[config.mk]
export PLATFORM = sky130hd
export DESIGN_NAME = simd_unit
export DESIGN_NICKNAME = d
export VERILOG_FILES = /design/src/hdl/simd_pkg.sv /design/src/hdl/simd_issue.sv /design/src/hdl/simd_lane.sv /design/src/hdl/simd_retire.sv /design/src/hdl/simd_unit.sv
export SDC_FILE = /design/constraint.sdc
export NUM_CORES = 1
export LEC_CHECK = 0
export ABC_AREA = 1
export ABC_CLOCK_PERIOD_IN_PS = 24500
export BUFFER_PORTS_ARGS = -buffer_cell sky130_fd_sc_hd__buf_2
export CAP_MARGIN = 30
export CORE_MARGIN = 2
export CORE_UTILIZATION = 36
export CTS_BUF_LIST = sky130_fd_sc_hd__clkbuf_8
export CTS_CLUSTER_SIZE = 16
export DETAILED_ROUTE_END_ITERATION = 8
export GPL_TIMING_DRIVEN = 0
export RECOVER_POWER = 50
export SYNTH_ARGS = -nofsm -noshare
export SYNTH_HDL_FRONTEND = slang
export SYNTH_SLANG_ARGS = --single-unit
[constraint.sdc]
create_clock -name clk -period 24.5 [get_ports clk]
set_input_delay 4.9 -clock clk [delete_from_list [all_inputs] [get_ports clk]]
set_output_delay 4.9 -clock clk [all_outputs]
set_load 0.01 [all_outputs]
[src/hdl/simd_pkg.sv]
// SIMD cluster shared definitions.
// Lane data types, the opcode set, the issue command and the retire code.

package simd_pkg;

  // width of one signed lane.
  localparam int LANE_W = 16;

  // one signed lane value.
  typedef logic signed [LANE_W-1:0] lane_t;

  // lane value with one guard bit for add and subtract.
  typedef logic signed [LANE_W:0] wide_t;

  // clamp limits of a lane.
  localparam lane_t LANE_MAX = {1'b0, {(LANE_W-1){1'b1}}};
  localparam lane_t LANE_MIN = {1'b1, {(LANE_W-1){1'b0}}};

  // lane operations, signed throughout.
  typedef enum logic [2:0] {
    op_add_sat = 3'd0,
    op_sub_sat = 3'd1,
    op_min     = 3'd2,
    op_max     = 3'd3,
    op_and     = 3'd4,
    op_xor     = 3'd5
  } simd_op_e;

  // issue command.
  // fwd_a and fwd_b pick the last retired vector in place of the port.
  typedef struct packed {
    simd_op_e op;
    logic     fwd_a;
    logic     fwd_b;
  } simd_req_t;

  // retire code, merged over all lanes.
  typedef struct packed {
    logic sat;   // some lane clamped.
    logic zero;  // every lane is zero.
  } ret_t;

endpackage

[src/hdl/simd_issue.sv]
// SIMD issue stage.
// Runs the input four-phase handshake, captures or forwards the operands
// and starts all lanes together.

`timescale 1ns/100ps

module simd_issue
  import simd_pkg::*;
#(
  parameter int LANES = 4
) (
  input  logic                    clk,
  input  logic                    reset,
  // input handshake.
  input  logic                    in_req,
  input  simd_req_t               in_cmd,
  input  lane_t     [LANES-1:0]   in_a,
  input  lane_t     [LANES-1:0]   in_b,
  output logic                    in_ack,
  // from retire.
  input  logic                    slot_free,
  input  lane_t     [LANES-1:0]   last_res,
  // lane dispatch.
  output logic      [LANES-1:0]   lane_go,
  output simd_op_e                lane_op,
  output lane_t     [LANES-1:0]   lane_a,
  output lane_t     [LANES-1:0]   lane_b
);

  typedef enum logic [1:0] {
    idle,
    ack_hi,
    wait_free
  } state_e;

  state_e state_q;
  logic   freed_q;
  logic   accept;

  // a request is taken only from idle.
  assign accept = (state_q == idle) && in_req;

  always_ff @(posedge clk) begin
    if (reset) begin
      state_q <= idle;
      in_ack  <= 1'b0;
      lane_go <= '0;
      freed_q <= 1'b0;
    end else begin
      lane_go <= '0;
      case (state_q)
        idle: begin
          if (in_req) begin
            state_q <= ack_hi;
            in_ack  <= 1'b1;
            lane_go <= {LANES{1'b1}};
            freed_q <= 1'b0;
          end
        end
        ack_hi: begin
          // retire may finish before the source drops its request.
          if (slot_free) begin
            freed_q <= 1'b1;
          end
          if (!in_req) begin
            in_ack  <= 1'b0;
            state_q <= (freed_q || slot_free) ? idle : wait_free;
          end
        end
        wait_free: begin
          if (slot_free) begin
            state_q <= idle;
          end
        end
        default: state_q <= idle;
      endcase
    end
  end

  // operand capture with forwarding from the last retired vector.
  always_ff @(posedge clk) begin
    if (accept) begin
      lane_op <= in_cmd.op;
      lane_a  <= in_cmd.fwd_a ? last_res : in_a;
      lane_b  <= in_cmd.fwd_b ? last_res : in_b;
    end
  end

endmodule

[src/hdl/simd_lane.sv]
// SIMD lane ALU.
// Two-stage signed datapath: raw result with a guard bit first,
// then clamping to the lane range with saturation reporting.

`timescale 1ns/100ps

module simd_lane
  import simd_pkg::*;
(
  input  logic     clk,
  input  logic     reset,
  input  logic     go,
  input  simd_op_e op,
  input  lane_t    a,
  input  lane_t    b,
  output logic     done,
  output lane_t    res,
  output logic     sat
);

  wide_t a_x;
  wide_t b_x;
  wide_t raw;
  wide_t wide_q;
  logic  v1_q;
  logic  ovf;

  // sign-extended operands.
  assign a_x = {a[LANE_W-1], a};
  assign b_x = {b[LANE_W-1], b};

  // stage one result.
  always_comb begin
    case (op)
      op_add_sat: raw = a_x + b_x;
      op_sub_sat: raw = a_x - b_x;
      op_min:     raw = (a < b) ? a_x : b_x;
      op_max:     raw = (a < b) ? b_x : a_x;
      op_and:     raw = a_x & b_x;
      op_xor:     raw = a_x ^ b_x;
      default:    raw = '0;
    endcase
  end

  always_ff @(posedge clk) begin
    if (reset) begin
      v1_q <= 1'b0;
    end else begin
      v1_q <= go;
    end
  end

  always_ff @(posedge clk) begin
    if (go) begin
      wide_q <= raw;
    end
  end

  // guard bit differs from the lane sign only on add or subtract overflow.
  assign ovf = wide_q[LANE_W] ^ wide_q[LANE_W-1];

  always_ff @(posedge clk) begin
    if (reset) begin
      done <= 1'b0;
    end else begin
      done <= v1_q;
    end
  end

  // stage two clamp.
  always_ff @(posedge clk) begin
    if (v1_q) begin
      sat <= ovf;
      if (ovf) begin
        res <= wide_q[LANE_W] ? LANE_MIN : LANE_MAX;
      end else begin
        res <= wide_q[LANE_W-1:0];
      end
    end
  end

endmodule

[src/hdl/simd_retire.sv]
// SIMD retire stage.
// Collects the lane results, merges the lane flags into the retire code
// and returns the vector over the output four-phase handshake.

`timescale 1ns/100ps

module simd_retire
  import simd_pkg::*;
#(
  parameter int LANES = 4
) (
  input  logic                  clk,
  input  logic                  reset,
  // from the lanes.
  input  logic    [LANES-1:0]   lane_done,
  input  lane_t   [LANES-1:0]   lane_res,
  input  logic    [LANES-1:0]   lane_sat,
  // output handshake.
  output logic                  out_req,
  input  logic                  out_ack,
  output lane_t   [LANES-1:0]   out_res,
  output ret_t                  out_ret,
  // back to issue.
  output logic                  slot_free,
  output lane_t   [LANES-1:0]   last_res
);

  typedef enum logic [1:0] {
    idle,
    req_hi,
    wait_low
  } state_e;

  state_e state_q;
  logic   all_done;
  logic   all_zero;

  // lanes always finish in the same cycle.
  assign all_done = &lane_done;

  always_comb begin
    all_zero = 1'b1;
    for (int i = 0; i < LANES; i++) begin
      if (lane_res[i] != '0) begin
        all_zero = 1'b0;
      end
    end
  end

  // retired vector, zero until the first result.
  always_ff @(posedge clk) begin
    if (reset) begin
      out_res <= '0;
    end else if (all_done) begin
      out_res <= lane_res;
    end
  end

  always_ff @(posedge clk) begin
    if (all_done) begin
      out_ret.sat  <= |lane_sat;
      out_ret.zero <= all_zero;
    end
  end

  assign last_res = out_res;

  // output handshake.
  always_ff @(posedge clk) begin
    if (reset) begin
      state_q   <= idle;
      out_req   <= 1'b0;
      slot_free <= 1'b0;
    end else begin
      slot_free <= 1'b0;
      case (state_q)
        idle: begin
          if (all_done) begin
            state_q <= req_hi;
            out_req <= 1'b1;
          end
        end
        req_hi: begin
          if (out_ack) begin
            state_q <= wait_low;
            out_req <= 1'b0;
          end
        end
        wait_low: begin
          // slot is free once the sink has dropped its ack.
          if (!out_ack) begin
            state_q   <= idle;
            slot_free <= 1'b1;
          end
        end
        default: state_q <= idle;
      endcase
    end
  end

endmodule

[src/hdl/simd_unit.sv]
// SIMD execution cluster.
// Issue stage, a row of identical signed lane ALUs and the retire stage.

`timescale 1ns/100ps

module simd_unit
  import simd_pkg::*;
#(
  parameter int LANES = 4
) (
  input  logic                  clk,
  input  logic                  reset,
  input  logic                  in_req,
  input  simd_req_t             in_cmd,
  input  lane_t   [LANES-1:0]   in_a,
  input  lane_t   [LANES-1:0]   in_b,
  output logic                  in_ack,
  output logic                  out_req,
  input  logic                  out_ack,
  output lane_t   [LANES-1:0]   out_res,
  output ret_t                  out_ret
);

  logic     [LANES-1:0] lane_go;
  simd_op_e             lane_op;
  lane_t    [LANES-1:0] lane_a;
  lane_t    [LANES-1:0] lane_b;
  logic     [LANES-1:0] lane_done;
  lane_t    [LANES-1:0] lane_res;
  logic     [LANES-1:0] lane_sat;
  logic                 slot_free;
  lane_t    [LANES-1:0] last_res;

  simd_issue #(
    .LANES (LANES)
  ) u_issue (
    .clk       (clk),
    .reset     (reset),
    .in_req    (in_req),
    .in_cmd    (in_cmd),
    .in_a      (in_a),
    .in_b      (in_b),
    .in_ack    (in_ack),
    .slot_free (slot_free),
    .last_res  (last_res),
    .lane_go   (lane_go),
    .lane_op   (lane_op),
    .lane_a    (lane_a),
    .lane_b    (lane_b)
  );

  // one ALU per lane, all sharing the opcode.
  for (genvar i = 0; i < LANES; i++) begin : g_lane
    simd_lane u_lane (
      .clk   (clk),
      .reset (reset),
      .go    (lane_go[i]),
      .op    (lane_op),
      .a     (lane_a[i]),
      .b     (lane_b[i]),
      .done  (lane_done[i]),
      .res   (lane_res[i]),
      .sat   (lane_sat[i])
    );
  end

  simd_retire #(
    .LANES (LANES)
  ) u_retire (
    .clk       (clk),
    .reset     (reset),
    .lane_done (lane_done),
    .lane_res  (lane_res),
    .lane_sat  (lane_sat),
    .out_req   (out_req),
    .out_ack   (out_ack),
    .out_res   (out_res),
    .out_ret   (out_ret),
    .slot_free (slot_free),
    .last_res  (last_res)
  );

endmodule

==> metrics.cfg <==
[run_status]
outcome = complete, but fails checks
failed_checks = capacitance limit, slew limit

[clocking]
numClockSinks = 344
clk_latency_ns = 0.69
holdBufCountCts = 0
numCtsBuffers = 66
h-tree-depth = 3
clk_pin_slew_ns = 0.05
tritoncts = done
clockBufferDepth = 3
cts-resized-gates = 0
cts-root-buf = clkbuf_8
postCtsSetupRepairBufs = 0

[global_route]
grt_antenna_before_repair = 3
overflow = 0
grt_pass1_vias = 21390
grt_max_degree = 38
grtUsageTotal_pct = 24.80
grt_pass1_wl_um = 131000

[timing]
setup_ws_ns = 16.65
slew_viol_final = 162
min_period_ns = 7.849
min_period_over_period_pct = 32.04
setup_viol = 0
max_freq_ghz = 0.1274
relSlewSlack_pct = -55.38
worst_pin_slew_ns = 2.331
tns_ns = 0
skew_ns = 0.04215
final-hold-violation-count = 0
grt_setup_unrepaired = no

[floorplanning]
die_w_um = 263.2
num_rows = 95
start_util_pct = 36.22
io_pins = 205
dieArea_mm2 = 0.06929
core_area_mm2 = 0.06680
die_h_um = 263.2

[setup_path]
critPathLaunchType = primary input
slowest_stage = nor2_1
crit_required_ns = 24.84
cp_max_fo = 31
worstPathArrival_ns = 8.19
cpPeakStageDelay_ns = 1.62
critPathKind = in2reg
cp-end-kind = register
cp_common_cell = clkbuf_1
path_cells = clkbuf_1 -> inv_1 -> nor2_1 -> clkbuf_1 -> buf_12

[detailed_routing]
via_per_inst = 5.301
vias = 22780
dr.pass1.iters = 9
drcViolationCount = 0
post_drt_wl_per_cell_um = 20.41
detail-route-antenna-nets = 0
drt_iter0_drc = 2432
routed_wl_um = 87720

[logic_synthesis]
synthCells = 3077
yosysMostFrequentCell = nand2_1
synth-edff-count = 269
yosys-top-cells-area = edfxtp_1 (33%), nand2_1 (11%), ha_1 (7.0%)
syn_nets = 3358
yosys_register_bits = 344
yosysSeqAreaShare_pct = 39.59
synth_compound_area_share_pct = 11.02
synth_top_cell_by_area = edfxtp_1
syn-cell-area_mm2 = 0.02419
synth_top_area_share_pct = 33.39
synth_top_family_by_area = simple AND/OR/NAND/NOR gates
synth_common_cells = nand2_1 (695), nand3_1 (333), inv_1 (317)
yosysWarnings = 0
ys_types = 46
dominantRegCellSynth = edfxtp_1
synth_adder_area_share_pct = 7.695
async_reset_ff_share_pct = 0
yosys-mux-area-fraction_pct = 5.958
synth_xor_area_share_pct = 0.6154
synthSimpleGateAreaFrac_pct = 26.78
synth_area_per_cell_um2 = 7.863

[place]
preCtsSetupSlack_ns = 17.38
port_buffers = 202
dpl_cell_area_mm2 = 0.02664
dp_hpwl_um = 67790
place_inst = 4172
gp_congestion = 0.9666

[power]
power_density_mw_per_mm2 = 64.06
ir_drop_v = 0.00003876
p_leak_nw = 12.60

[cells_and_area]
final_area_mm2 = 0.02774
finalNetCount = 3650
syn_to_final_growth_pct = 14.67
drive_gt1_share_pct = 15.96
post-route-util_pct = 41.53
fin_cells = 4297

[run]
maxCapViolCount = 5

[hold_path]
hold_class = reg2reg

## worst max-delay path: cells and delay by family
kind,cells,cell delay (ns)
buffers and inverters,4,1.63
AND/OR/NAND/NOR,1,1.62
## worst paths after layout
check,startpoint,endpoint,slack (ns),cells past startpoint
hold reg to reg,u_retire.slot_free,u_issue.state_q[1],0.42,1
setup / recovery,in_req,u_issue.lane_b[51],16.65,5
hold / removal,u_retire.slot_free,u_issue.state_q[1],0.42,1
setup reg to reg,u_issue.state_q[1],u_issue.lane_b[51],20.57,5
## stage by stage
step | power (mW) | hold WS [ns]
finish | 1.777 | 0.4177
CTS | 1.794 | 0.4177
floorplan | 1.045 | 0.4012
global placement | 1.200 | 0.4082
global route | 1.871 | 0.4343
detailed placement | 1.201 | 0.4102
## per-layer routing
layer | GRT usage (%) | share of wire, %
met5 | 0 | 0
met4 | 7.784 | 2.8
met3 | 3.900 | 6.9
met2 | 40.36 | 46
met1 | 33.82 | 45
## state kept, by name, indices dropped and copies added, names as in the netlist
register / count
u_retire.out_ret: 2
u_retire.last_res: 64
g_lane.u_lane.res: 64
u_retire.out_req: 1
u_retire.slot_free: 1
u_issue.freed_q: 1
u_issue.lane_go: 1
u_issue.state_q: 2
g_lane.u_lane.sat: 4
u_issue.lane_op: 3
g_lane.u_lane.done: 1
u_issue.lane_b: 64
u_issue.in_ack: 1
u_issue.lane_a: 64
u_retire.state_q: 2
g_lane.u_lane.v1_q: 1
g_lane.u_lane.wide_q: 68
## power by group
part	internal, mW	total [mW]	switching [mW]	leakage [nW]
registers	0.678	0.706	0.0279	3.18
clock network	0.318	0.588	0.270	0.771
logic	0.154	0.483	0.329	8.65
## cell type report
type / count / area, µm²
Antenna cell: 2 / 5.005
Buffer: 150 / 719.4
Clock buffer: 76 / 1046
Clock inverter: 45 / 297.8
Fill cell: 6966 / 39060
Inverter: 323 / 1212
Multi-Input combinational cell: 2260 / 12520
Sequential cell: 344 / 9579
Tap cell: 873 / 1092
Timing Repair Buffer: 224 / 1270
## logic make-up (layout without fill, tap and decap cells)
group	after synthesis	in the layout
AO/OA/AOI/OAI	480	480
XOR/XNOR	17	17
adder cells (fa/ha/maj)	144	144
buffers and inverters	473	818
flip-flops	344	344
multiplexers	128	128
other	0	2
AND/OR/NAND/NOR	1491	1491
## layout by cell type, fill, tap and decap left out, types with 6 or more instances in the layout
| cell type | instances |
|---|---|
| o21ai_0 | 200 |
| edfxtp_1 | 269 |
| nand2_2 | 7 |
| clkbuf_8 | 76 |
| a21oi_1 | 168 |
| buf_8 | 10 |
| nand3_1 | 334 |
| nor3_1 | 40 |
| buf_6 | 11 |
| inv_1 | 342 |
| ha_1 | 136 |
| buf_4 | 11 |
| nor4_1 | 20 |
| o21bai_1 | 9 |
| o211ai_1 | 12 |
| nor2_1 | 307 |
| clkbuf_1 | 96 |
| buf_2 | 239 |
| or2_2 | 11 |
| mux2_2 | 127 |
| xor2_1 | 17 |
| clkinv_2 | 7 |
| nand2_1 | 708 |
| dfxtp_1 | 75 |
| a21oi_2 | 8 |
| nand2_4 | 7 |
| nand3b_1 | 8 |
| a21o_1 | 7 |
| inv_2 | 6 |
| fa_1 | 8 |
| a22oi_1 | 22 |
| a211oi_1 | 7 |
| nand4_1 | 37 |
| o22ai_1 | 24 |
(Power assumes the default switching activity.)
